**config.mk**
```make
export PLATFORM = sky130hd
export DESIGN_NAME = l2c_plru
export DESIGN_NICKNAME = d
export VERILOG_FILES = /design/src/source/l2c_pkg.sv /design/src/source/l2c_plru.sv
export SDC_FILE = /design/constraint.sdc
export NUM_CORES = 1
export LEC_CHECK = 0
export ABC_AREA = 0
export BUFFER_PORTS_ARGS = -buffer_cell sky130_fd_sc_hd__buf_2
export CAP_MARGIN = 10
export CORE_MARGIN = 2
export CORE_UTILIZATION = 60
export CTS_CLUSTER_SIZE = 25
export DETAILED_ROUTE_END_ITERATION = 8
export HOLD_SLACK_MARGIN = 0.03
export MAX_ROUTING_LAYER = met4
export PLACE_DENSITY_LB_ADDON = 0.3
export SLEW_MARGIN = 5
export SYNTH_ARGS = -nofsm -noshare
export SYNTH_HDL_FRONTEND = slang
export SYNTH_SLANG_ARGS = --single-unit
```
**constraint.sdc**
```tcl
create_clock -name clk_tmp -period 2.3 [get_ports clk_tmp]
set_clock_uncertainty 0.1 [all_clocks]
set_input_delay 0.345 -clock clk_tmp [delete_from_list [all_inputs] [get_ports clk_tmp]]
set_output_delay 0.345 -clock clk_tmp [all_outputs]
set_load 0.05 [all_outputs]
```
**src/source/l2c_pkg.sv**
```systemverilog
//~~~~~~~~~~~~~~~~~~~~~~~~~~~~~~~~~~~~~~~~~~~~~~~~~~~~~~~~~~~~~~~~~~~~~~~~~~
// Shared types and geometry for the four-way L2 cache.
// Lines are 512 bits with four 128-bit words and a 32-bit byte address.
// The tree pseudo-LRU only handles ways == 4.
// The set count is a module parameter. default_set_bits is only its default.
//~~~~~~~~~~~~~~~~~~~~~~~~~~~~~~~~~~~~~~~~~~~~~~~~~~~~~~~~~~~~~~~~~~~~~~~~~~
`default_nettype none

package l2c_pkg;

    localparam int addr_w           = 32;
    localparam int line_w           = 512;
    localparam int word_w           = 128;
    localparam int ways             = 4;
    localparam int off_bits         = 6;   // byte offset within a line
    localparam int word_sel_bits    = 2;   // address bits 5:4
    localparam int default_set_bits = 4;

    typedef logic [$clog2(ways)-1:0] way_t;
    typedef logic [word_w-1:0]       word_t;
    typedef logic [line_w-1:0]       line_t;

    typedef struct packed {
        logic              valid;
        logic              write;
        logic [addr_w-1:0] addr;
        word_t             wdata;
    } cpu_req_t;

    typedef struct packed {
        logic  ready;
        word_t rdata;
    } cpu_rsp_t;

    typedef struct packed {
        logic                       cyc;
        logic                       stb;
        logic                       we;
        logic [addr_w-off_bits-1:0] adr;   // line address, byte address >> 6
        line_t                      dat;
    } wb_m2s_t;

    typedef struct packed {
        logic  ack;
        line_t dat;
    } wb_s2m_t;

    typedef enum logic [2:0] {
        idle,
        lookup,
        write_back,
        refill,
        respond
    } ctrl_state_t;

endpackage

`default_nettype wire

```
**src/source/l2c_plru.sv**
```systemverilog
//~~~~~~~~~~~~~~~~~~~~~~~~~~~~~~~~~~~~~~~~~~~~~~~~~~~~~~~~~~~~~~~~~~~~~~~~~~
// Tree pseudo-LRU, three bits per set, for exactly four ways.
// bit 0 picks the pair, bit 1 picks inside ways 0/1, bit 2 inside ways 2/3.
// The lowest invalid way is always the victim before the tree is used.
// Victim is combinational. The update lands at the edge after access.
//~~~~~~~~~~~~~~~~~~~~~~~~~~~~~~~~~~~~~~~~~~~~~~~~~~~~~~~~~~~~~~~~~~~~~~~~~~
`timescale 1ns/100ps
`default_nettype none

module l2c_plru #(
    parameter int set_bits = l2c_pkg::default_set_bits
) (
    input  wire                         clk_tmp,
    input  wire                         rst,
    input  wire [set_bits-1:0]          index,
    input  wire                         access,
    input  wire l2c_pkg::way_t          used_way,
    input  wire [l2c_pkg::ways-1:0]     valid_vec,
    output l2c_pkg::way_t               victim
);
    import l2c_pkg::*;

    localparam int sets = 1 << set_bits;

    logic [2:0] tree_q [sets];
    logic [2:0] tree;

    assign tree = tree_q[index];

    always_comb begin
        if (!valid_vec[0]) begin
            victim = way_t'(0);
        end else if (!valid_vec[1]) begin
            victim = way_t'(1);
        end else if (!valid_vec[2]) begin
            victim = way_t'(2);
        end else if (!valid_vec[3]) begin
            victim = way_t'(3);
        end else if (!tree[0]) begin
            victim = {1'b0, tree[1]};   // ways 0 and 1
        end else begin
            victim = {1'b1, tree[2]};   // ways 2 and 3
        end
    end

    // point every bit on the path away from the way just used
    always_ff @(posedge clk_tmp) begin
        if (rst) begin
            for (int s = 0; s < sets; s++) begin
                tree_q[s] <= '0;
            end
        end else if (access) begin
            tree_q[index][0] <= ~used_way[1];
            if (used_way[1]) begin
                tree_q[index][2] <= ~used_way[0];
            end else begin
                tree_q[index][1] <= ~used_way[0];
            end
        end
    end

endmodule

`default_nettype wire

```
### Word level (Yosys, flattened, before mapping)

Memories as Yosys holds them, arrays and structs flattened.
Index checks and enable logic that the tools add are counted.
W data, S select, Z words.

| storage, ports and cells | value |
|---|---|
| bits of input ports | 13 |
| register bits after elaboration | 0 |
| output and inout port bits | 2 |
| bits in writable memories | 48 |
| word-level logic and storage cells | 25 |
| latch bits | 0 |
| bits in read-only memories | 0 |
| memories kept | 1 |

| cells by class | value |
|---|---|
| multiplexer cells | 21 |
| equal/unequal tests | 0 |
| add/subtract/negate cells | 0 |
| bitwise gates (word level) | 2 |
| divide/modulo/power cells | 0 |
| order comparisons | 0 |
| $mul | 0 |
| shifts and indexed selects | 0 |
| reductions and logical operators | 1 |

Memory list:

| name | words | bits a word | rd ports | clocked after memory_dff | wr ports | line | source |
|---|---|---|---|---|---|---|---|
| tree_q | 16 | 3 | 1 | 0 | 16 | l2c_plru.sv:25 | `logic [2:0] tree_q [sets];` |

Operator list:

| kind | count |
|---|---|
| $mux W1 | 13 |
| $mux W2 | 5 |
| $mux W3 | 2 |
| $mux W4 | 1 |
| $reduce_or A3 Y1 | 1 |
| $not A1 Y1 | 2 |

### Longest topological paths before layout

Gate-level depths: netlist (run 1).

| depth | value |
|---|---|
| depth after elaboration | 6 |
| depth in mapped cells | 7 |
| depth with buffers taken out | 5 |

### Worst setup path after synthesis (run 1)

Ideal clock, no wire load.

| timing path | value |
|---|---|
| path type | input port to output port |
| start point | in index[0] |
| end point | out victim[0] |
| data required time | 1,855 ps |
| buffers on the path | 1 |
| setup slack | -341 ps |
| stages | 6 |
| arrival | 2,196 ps |
| cell sequence | buf_6 > mux4_2 > a22oi_1 > nand3_1 > mux2i_1 > a31oi_1 |

| between the ends | value |
|---|---|
| cells in the longest elaborated chain, start to end | 6 |

Ends and longest elaborated chain:

| what | line | source |
|---|---|---|
| start, declared | l2c_plru.sv:15 | `input wire [set_bits-1:0] index,` |
| $mem_v2 Z16 W3 | n/a |  |
| $mux W2 | l2c_plru.sv:39 | `end else if (!tree[0]) begin` |
| $mux W2 | l2c_plru.sv:37 | `end else if (!valid_vec[3]) begin` |
| $mux W2 | l2c_plru.sv:35 | `end else if (!valid_vec[2]) begin` |
| $mux W2 | l2c_plru.sv:33 | `end else if (!valid_vec[1]) begin` |
| $mux W2 | l2c_plru.sv:31 | `if (!valid_vec[0]) begin` |
| end, declared | l2c_plru.sv:19 | `output l2c_pkg::way_t victim` |

Every way passes these cells.

### Worst setup path after layout (run 1)

| timing path | value |
|---|---|
| start point | mem tree_q[2][0] |
| end point | out victim[0] |

| between the ends | value |
|---|---|
| cells in the longest elaborated chain, start to end | 6 |

Ends and longest elaborated chain:

| what | line |
|---|---|
| start, declared | l2c_plru.sv:25 |
| $mem_v2 Z16 W3 | n/a |
| $mux W2 | l2c_plru.sv:39 |
| $mux W2 | l2c_plru.sv:37 |
| $mux W2 | l2c_plru.sv:35 |
| $mux W2 | l2c_plru.sv:33 |
| $mux W2 | l2c_plru.sv:31 |

Every way passes these cells.

==> key figures, run 1 <==
Outcome
  – Status: finished, violations left
  – Failing checks: setup timing

Yosys
  – Synth cell types: 27
  – Mapped cell area: around 0.0026 mm^2
  – Syn Nets: approximately 240
  – Synth Area per Inst: 11.70 um^2
  – Sequential fraction of the synthesis area: 0.5449
  – Async SR Flop Fraction: 0
  – Synthesized flop and latch total: between 40 and 50
  – Synth Instances: 226
  – Primary FF master, synth: edfxtp_1
  – Syn. warnings: 0
  – EDFF count, synth: between 40 and 50

Global route
  – Vias in the first global route: about 1800
  – GRT overflow: 0
  – GRT Total Usage: 0.2343
  – Largest net degree at the start of global routing: slightly below 50
  – First-pass GRT wire length: 8562 um
  – Initial antenna violation count: 0

Placed design
  – IO Port Bufs: 14
  – Placed cells: a little under 300
  – Post-DP HPWL: 3631 um
  – GPL Wtd Cong: around 0.78

Layout
  – Commonest non-fill, non-tap cells in the layout: edfxtp_1, nor2_1, buf_4
  – ANT cells: 0
  – Largest reg by FF count: tree_q
  – Most common cell after layout, fill and taps aside: edfxtp_1
  – Largest regs: tree_q (48)
  – Area grow syn2layout: 12.77%
  – Final Util: 0.6946
  – Layout Cells excl Fill: ~300
  – Layout Nets: approximately 260
  – Max reg flops: 48
  – Layout cells sized above 1: 0.3482

Clock network
  – Clock tree buffer depth: 2
  – Clock sinks: 48
  – Post-CTS Repair Setup Buffers: 0
  – TritonCTS clock tree: built
  – Clock slew at reported path FFs: 80 ps
  – TritonCTS Buffers: 5
  – H-tree depth: 2
  – Root Driver: clkbuf_8
  – Hold-fix buffers at CTS: 0

Timing
  – Fin crit share: 1.071
  – Final min period: 2463 ps
  – Hold WS: between 400 and 500 ps
  – Tightest Pin Transition: just under 500 ps
  – RSZ-0062 raised after global routing: yes
  – Final hold vios: 0
  – Max Clock Freq: 405.9 MHz
  – Max-slew violations: 0
  – Worst setup margin: -163.5 ps
  – Rel. slew slack: 0.6689
  – Setup violators final: 2
  – Setup TNS: -313.6 ps

Setup path
  – CP peak stage delay: around 480 ps
  – Critical path fanouts, max: 2
  – Setup Crit Path Kind: register to primary output
  – Crit path launch: tree_q[2][0]
  – Crit path DAT: slightly above 2000 ps
  – CP Cell Sequence: mux4_2 -> a22oi_2 -> nand3_2 -> mux2i_2 -> a31oi_4 -> buf_6
  – CP max-delay cell: mux4_2
  – Worst Setup Start Kind: register
  – CP endpoint kind: primary output
  – Critical path required time: between 1500 and 2000 ps

Routing
  – Vias per cell: approximately 6.2
  – Drt first pass iters: 5
  – Drt drc: 0
  – Vias: around 1900
  – Final wirelength: 5342 um
  – 1st-iter DRT viols: around 150
  – WL per Instance: 17.87 um
  – Antenna Violating Nets Remaining: 0

Power
  – Pwr Total: about 1.8 mW
  – PD cells: 589.2 mW/mm^2
  – Max VDD drop: ~0.33 mV
  – Pleak: about 1.1 nW

Floorplan
  – Rows: 24
  – Die Height: just over 70 um
  – Die W: just over 70 um
  – Initial Utilization: 0.6160
  – CORE AREA: around 0.0043 mm^2
  – Ports: 15
  – Die area: 0.004955 mm^2

Flow run
  – Max-cap violations: 0

Worst hold path
  – Hold endpoint: tree_q[14][1]
  – WHS Path Cells: 3
  – Hold crit path type: input pin to register
  – Hold_sp: used_way[0]
-- synth_stat cells (2+ instances only) --
master | instances | share of area
nor3b_2 | 2 | 0.0095
nand2_1 | 16 | 0.023
clkbuf_1 | 16 | 0.023
a41o_1 | 4 | 0.015
nand2b_1 | 18 | 0.043
edfxtp_1 | 48 | 0.54
or2_2 | 15 | 0.035
buf_1 | 2 | 0.0028
nor3_1 | 16 | 0.030
nor2_1 | 34 | 0.048
mux4_1 | 3 | 0.030
a22oi_1 | 3 | 0.0085
buf_2 | 4 | 0.0076
nand3_1 | 10 | 0.019
mux4_2 | 9 | 0.077
nor2b_1 | 4 | 0.0095
a31o_2 | 12 | 0.040
-- worst max-delay path, delay by kind of cell, from the launching register on --
family | cells | cell delay (ps)
compound gates | 2 | 300
buf+inv | 1 | 160
flops | 1 | 400
mux | 2 | 740
simple gates | 1 | 120
-- report_power, final --
part           internal [mW]  switching [mW]  total, mW
Sequential              1.01          0.0160       1.02
Clock                  0.212           0.267      0.479
Combinational          0.121           0.134      0.255
Total                   1.34           0.417       1.76
-- routing by layer --
| layer | up-vias | share of wire | global-route usage |
|---|---|---|---|
| li1 | 868 | - | - |
| met1 | 908 | 0.44 | 0.3136 |
| met2 | 71 | 0.50 | 0.3711 |
| met3 | 6 | 0.051 | 0.03463 |
| met4 | 0 | 0.011 | 0.07906 |
| met5 | - | 0 | - |
-- stage by stage --
step / area, um^2 / worst slack (ps)
floorplan: 2660 / 58.54
global placement: 2861 / -268.8
detailed placement: 2861 / -314.2
CTS: 2975 / -138.5
global route: 2983 / -203.9
finish: 2983 / -163.5
-- worst max-delay path by stage --
stage                     end  depth (start not counted)  slack, ps
floorplan           victim[0]                          6         60
global placement    victim[0]                          8       -270
detailed placement  victim[0]                          8       -310
CTS                 victim[1]                          6       -140
global route        victim[0]                          6       -200
finish              victim[0]                          6       -160
-- timing repair --
action,in CTS,in global routing
endpoints found under the setup margin,2,2
pin swaps,4,0
gates resized for setup,9,2
-- kinds of logic (layout without fill, tap and decap cells) --
| family | Yosys count | count (layout) | synth area share |
|---|---|---|---|
| compound gates | 22 | 22 | 0.07143 |
| buf+inv | 25 | 46 | 0.04636 |
| flops | 48 | 48 | 0.5449 |
| mux | 13 | 13 | 0.1102 |
| simple gates | 118 | 118 | 0.2271 |
-- layout make-up --
class	instances	area, um^2
clock buffers	7	76.32
fillers	306	1311
clock inverters	1	3.754
well taps	52	65.06
flip-flops and latches	48	1441
repair buffers	37	277.8
inverters	1	3.754
multi-input cells	153	1115
Power figures use the tool's default switching activity.
==> run 2, diff against run 1 <==
- CORE_UTILIZATION: 60 -> 55
==> run 2 against run 1 <==
- the run still ends with setup timing left
- first-iteration DRC count up 48%
- clock power about the same
- core utilization down 5.8 points
- final cell count up 0.67%
- hold slack worse by 32 ps
- setup slack worse by 10 ps
- critical path depth unchanged
- routed wire length down 2.7%
- clock-buffer cell count unchanged
- power down 0.17%
- critical path type unchanged
==> key figures, run 2 (synthesis gave the netlist of run 1 again) <==
Outcome
  – Status: finished, violations left
  – Failing checks: setup timing

Routing
  – 1st-iter DRT viols: 216 (+48%)
  – Drt first pass iters: 4 (-1)
  – Antenna Violating Nets Remaining: 0 (unchanged)
  – Drt drc: 0 (unchanged)
  – Vias per cell: 6.050 (-2.4%)
  – Vias: 1821 (-1.7%)
  – Final wirelength: 5200 um (-2.7%)
  – WL per Instance: 17.28 um (-3.3%)

Floorplan
  – Ports: 15 (unchanged)
  – Die W: 73.35 um (+4.2%)
  – Initial Utilization: 0.5637 (-0.05223)
  – CORE AREA: 0.004692 mm^2 (+9.3%)
  – Die Height: 73.35 um (+4.2%)
  – Rows: 25 (+4.2%)
  – Die area: 0.005380 mm^2 (+8.6%)

Layout
  – Largest reg by FF count: tree_q
  – Commonest non-fill, non-tap cells in the layout: edfxtp_1, nor2_1, buf_4
  – Area grow syn2layout: 12.87% (about the same)
  – ANT cells: 0 (unchanged)
  – Most common cell after layout, fill and taps aside: edfxtp_1
  – Largest regs: tree_q (48)
  – Fill cells: 366 (+20%)
  – Layout cells sized above 1: 0.3482 (unchanged)
  – Final Util: 0.6363 (-0.05837)
  – Max reg flops: 48 (unchanged)
  – Layout Nets: 259 (unchanged)
  – Layout Cells excl Fill: 301 (+0.67%)

Timing
  – Max Clock Freq: 404.2 MHz (-0.42%)
  – Tightest Pin Transition: 498.8 ps (+2.096 ps)
  – Final min period: 2474 ps (+10.42 ps)
  – RSZ-0062 raised after global routing: yes
  – Rel. slew slack: 0.6660 (-0.002854)
  – Max-slew violations: 0 (unchanged)
  – Hold WS: 456.7 ps (-31.51 ps)
  – Worst setup margin: -173.9 ps (-10.42 ps)
  – Fin crit share: 1.076 (+0.004529)
  – Final hold vios: 0 (unchanged)
  – Setup violators final: 2 (unchanged)

Setup path
  – Setup Crit Path Kind: register to primary output
  – Critical path required time: 1860 ps (about the same)
  – CP endpoint kind: primary output
  – Worst Setup Start Kind: register
  – CP peak stage delay: 470 ps (about the same)
  – Crit path DAT: 2030 ps (about the same)
  – Critical path fanouts, max: 2 (unchanged)
  – CP max-delay cell: mux4_2
  – CP Cell Sequence: mux4_2 -> a22oi_2 -> nand3_2 -> mux2i_2 -> a31oi_4 -> buf_6
  – Critical path's top delay family: multiplexers
  – CP bufs+invs: 1 (unchanged)

Power
  – PD cells: 587.7 mW/mm^2 (-0.25%)
  – Comb power frac: 0.146 (about the same)
  – Max VDD drop: 0.3671 mV (+11%)
  – Sequential Power Share: 0.582 (about the same)
  – Pwr Total: 1.754 mW (-0.17%)
  – Int Power: 1.341 mW (about the same)
  – Clock power share: 0.271 (-0.002)
  – Pleak: 1.096 nW (about the same)
  – Switching part of the total: 0.2355 (-0.001584)
  – NetSw: 0.4132 mW (-0.84%)

Clock network
  – Clock tree buffer depth: 2 (unchanged)
  – Clock sinks: 48 (unchanged)
  – Root Driver: clkbuf_8
  – Hold-fix buffers at CTS: 0 (unchanged)
  – TritonCTS clock tree: built
  – H-tree depth: 2 (unchanged)
  – TritonCTS Buffers: 5 (unchanged)
  – Clock slew at reported path FFs: 80 ps (about the same)

Global route
  – GRT overflow: 0 (unchanged)
  – First-pass GRT wire length: 8024 um (-6.3%)
  – Largest net degree at the start of global routing: 49 (unchanged)
  – Vias in the first global route: 1709 (-3.3%)
  – Initial antenna violation count: 0 (unchanged)
  – GRT Total Usage: 0.2111 (-0.02321)

Placed design
  – IO Port Bufs: 14 (unchanged)
  – Post-DP HPWL: 3593 um (-1.0%)
  – Placed cells: 293 (+0.69%)
  – GPL Wtd Cong: 0.8262 (+6.5%)

Flow run
  – Max-cap violations: 0 (unchanged)

Worst hold path
  – Hold crit path type: input pin to register
-- run 2: cell counts in the layout (fill, tap and decap cells not counted) --
No cell type changed its count.
-- run 2: power by group through the flow --
stage	clock network [mW]	logic (mW)	registers [mW]
3_5_place_dp	0	0.242	1.04
5_1_grt	0.509	0.277	1.02
6_report	0.476	0.257	1.02
2_1_floorplan	0	0.178	1.03
3_3_place_gp	0	0.238	1.04
4_1_cts	0.480	0.254	1.02
-- run 2: path summary, 6_finish.rpt --
kind       endpoint  cells after the start          from  slack [ps]
max       victim[0]                      6  tree_q[0][0]        -170
min   tree_q[11][1]                      3      index[0]         460
-- run 2: worst min-delay path: cells and delay by family --
family                 cells  cell delay, ps
buffers and inverters      1             140
and+or+nand+nor            2             210
-- run 2: layout make-up --
class                   count  area (um^2)  area share
flip-flops and latches     48         1441      0.4828
multi-input cells         153         1115      0.3734
repair buffers             37        277.8     0.09304
clock buffers               7        76.32     0.02557
well taps                  54        67.56     0.02263
clock inverters             1        3.754    0.001257
inverters                   1        3.754    0.001257
-- run 2: per-layer routing --
metal,vias up,routed length [um],track usage
met5,-,0,-
met4,0,102,0.08485
met3,7,284,0.04527
met2,54,2538,0.3343
met1,891,2275,0.2663
li1,869,-,-
-- run 2: through the flow --
stage          instance area, um^2  worst slack (ps)  setup TNS [ps]
2_1_floorplan                 2660             58.54               0
3_3_place_gp                  2864            -353.2          -606.9
3_5_place_dp                  2864            -398.5          -704.6
6_report                      2985            -173.9          -333.9
5_1_grt                       2985            -261.7          -517.4
4_1_cts                       2977            -176.1          -342.4
-- run 2: timing repair --
item,CTS,global route
pin swaps,3,0
buffers inserted,0,0
setup endpoints to repair,2,2
resized for setup,9,2
cloned,0,0
==> run 3, diff against run 2 <==
- ABC_AREA: 0 -> not set
- CTS_BUF_LIST: not set -> sky130_fd_sc_hd__clkbuf_4
==> run 3 against run 2 <==
- the flow still finishes with violations (setup timing)
- clock power is 17% lower
- global-route usage shrank 0.15 points
- routed wire length decreased by 0.17%
- largest power group unchanged
- hold slack got worse by 74 ps
- via count increased by 1.6%
- power fell by 4.7%
- first-iteration DRC count decreased by 34%
- highest routed layer unchanged
- fmax decreased by 3.1%
- sequential cell count is the same
- core utilization decreased by 0.67 points
- largest cell class unchanged
==> key figures, run 3 (synthesis gave the netlist of run 1 again) <==
Power
  – PD cells: 566.2 mW/mm^2 (-3.7%)
  – Pleak: 1.087 nW (-0.78%)
  – Max VDD drop: 0.2336 mV (-36%)

Floorplan
  – Rows: 25 (unchanged)
  – CORE AREA: 0.004692 mm^2 (unchanged)
  – Die area: 0.005380 mm^2 (unchanged)
  – Ports: 15 (unchanged)
  – Die Height: 73.35 um (unchanged)
  – Initial Utilization: 0.5637 (unchanged)
  – Die W: 73.35 um (unchanged)

Routing
  – Vias per cell: 6.150 (+1.6%)
  – M1 WL: 2217 um (-2.5%)
  – Max layer used: met4
  – Final wirelength: 5191 um (-0.17%)
  – WL per Instance: 17.25 um (-0.17%)
  – Drt first pass iters: 4 (unchanged)
  – Vias: 1851 (+1.6%)
  – Met2 routed WL: 2569 um (+1.2%)
  – Antenna Violating Nets Remaining: 0 (unchanged)
  – Met3 WL: 300 um (+5.6%)
  – Drt drc: 0 (unchanged)
  – 1st-iter DRT viols: 143 (-34%)

Layout
  – ANT cells: 0 (unchanged)
  – Most common cell after layout, fill and taps aside: edfxtp_1
  – Largest regs: tree_q (48)
  – Area grow syn2layout: 11.68%
  – Layout Nets: 259 (unchanged)
  – Layout cells sized above 1: 0.3563 (+0.008097)
  – Largest reg by FF count: tree_q
  – Max reg flops: 48 (unchanged)
  – Layout Cells excl Fill: 301 (unchanged)
  – Final Util: 0.6296 (-0.006667)
  – Commonest non-fill, non-tap cells in the layout: edfxtp_1, nor2_1, buf_4

Placed design
  – Post-DP HPWL: 3593 um (unchanged)
  – IO Port Bufs: 14 (unchanged)
  – Placed cells: 293 (unchanged)
  – GPL Wtd Cong: 0.8262 (unchanged)

Clock network
  – Clock slew at reported path FFs: 130 ps (+50 ps)
  – Clock sinks: 48 (unchanged)
  – Hold-fix buffers at CTS: 0 (unchanged)
  – Clock tree buffer depth: 2 (unchanged)
  – Root Driver: clkbuf_4
  – Post-CTS Repair Setup Buffers: 0 (unchanged)
  – TritonCTS clock tree: built
  – TritonCTS Buffers: 5 (unchanged)
  – H-tree depth: 2 (unchanged)

Global route
  – GRT Total Usage: 0.2095 (-0.001510)
  – First-pass GRT wire length: 8024 um (unchanged)
  – GRT overflow: 0 (unchanged)
  – Vias in the first global route: 1730 (+1.2%)
  – Initial antenna violation count: 0 (unchanged)
  – Largest net degree at the start of global routing: 49 (unchanged)

Outcome
  – Failing checks: setup timing
  – Status: finished, violations left

Setup path
  – Setup Crit Path Kind: register to primary output
  – CP Cell Sequence: mux4_2 -> a22oi_2 -> nand3_2 -> mux2i_2 -> a31oi_4 -> buf_6
  – CP endpoint kind: primary output
  – Critical path's top delay family: multiplexers
  – CP peak stage delay: 470 ps (about the same)
  – Crit path DAT: 2110 ps (+80 ps)
  – CP max-delay cell: mux4_2
  – Critical path required time: 1860 ps (about the same)
  – Worst Setup Start Kind: register
  – Critical path fanouts, max: 2 (unchanged)
  – CP bufs+invs: 1 (unchanged)

Timing
  – Fin crit share: 1.110 (+0.03479)
  – Tightest Pin Transition: 502.8 ps (+4.014 ps)
  – Final hold vios: 0 (unchanged)
  – Max Clock Freq: 391.6 MHz (-3.1%)
  – Hold WS: 383.0 ps (-73.74 ps)
  – Final min period: 2554 ps (+80.03 ps)
  – RSZ-0062 raised after global routing: yes
  – Rel. slew slack: 0.6648 (-0.001219)
  – Setup TNS: -499.3 ps (-165.4 ps)
  – Worst setup margin: -253.9 ps (-80.03 ps)
  – Max-slew violations: 0 (unchanged)
  – Setup violators final: 2 (unchanged)

Flow run
  – Max-cap violations: 0 (unchanged)

Worst hold path
  – Hold crit path type: input pin to register
run 3: cell counts in the layout (fill, tap and decap cells not counted):
No cell type changed its count.
run 3: metrics by stage:
step | setup slack [ps] | total power, mW | cell area [um^2]
after detailed placement | -398.5 | 1.284 | 2864
after global placement | -353.2 | 1.279 | 2864
after global routing | -349.6 | 1.729 | 2954
final | -253.9 | 1.673 | 2954
after floorplan | 58.54 | 1.211 | 2660
after CTS | -251.7 | 1.668 | 2949
run 3: power breakdown:
group          total [mW]  switching (mW)  internal, mW
clock network       0.395           0.254         0.141
registers            1.02          0.0140          1.01
logic               0.256           0.135         0.121
total                1.67           0.403          1.27
run 3: routing by layer:
layer | GRT usage | vias up
li1 | - | 875
met1 | 0.2672 | 901
met2 | 0.3323 | 67
met3 | 0.03841 | 8
met4 | 0.08687 | 0
met5 | - | -
run 3: path summary, 6_finish.rpt:
path | slack (ps) | cells past startpoint | from | endpoint
setup / recovery | -250 | 6 | tree_q[0][0] | victim[0]
hold / removal | 380 | 3 | used_way[1] | tree_q[0][2]
run 3: final cells by class:
type | instances | area, um^2
Inverter | 1 | 3.754
Fill cell | 370 | 1738
Clock inverter | 1 | 3.754
Timing Repair Buffer | 37 | 270.3
Sequential cell | 48 | 1441
Multi-Input combinational cell | 153 | 1115
Clock buffer | 7 | 52.55
Tap cell | 54 | 67.56
run 3: repair_timing:
item                       in CTS  in global routing
resized for setup               8                  1
pin swaps                       3                  0
setup endpoints to repair       2                  2
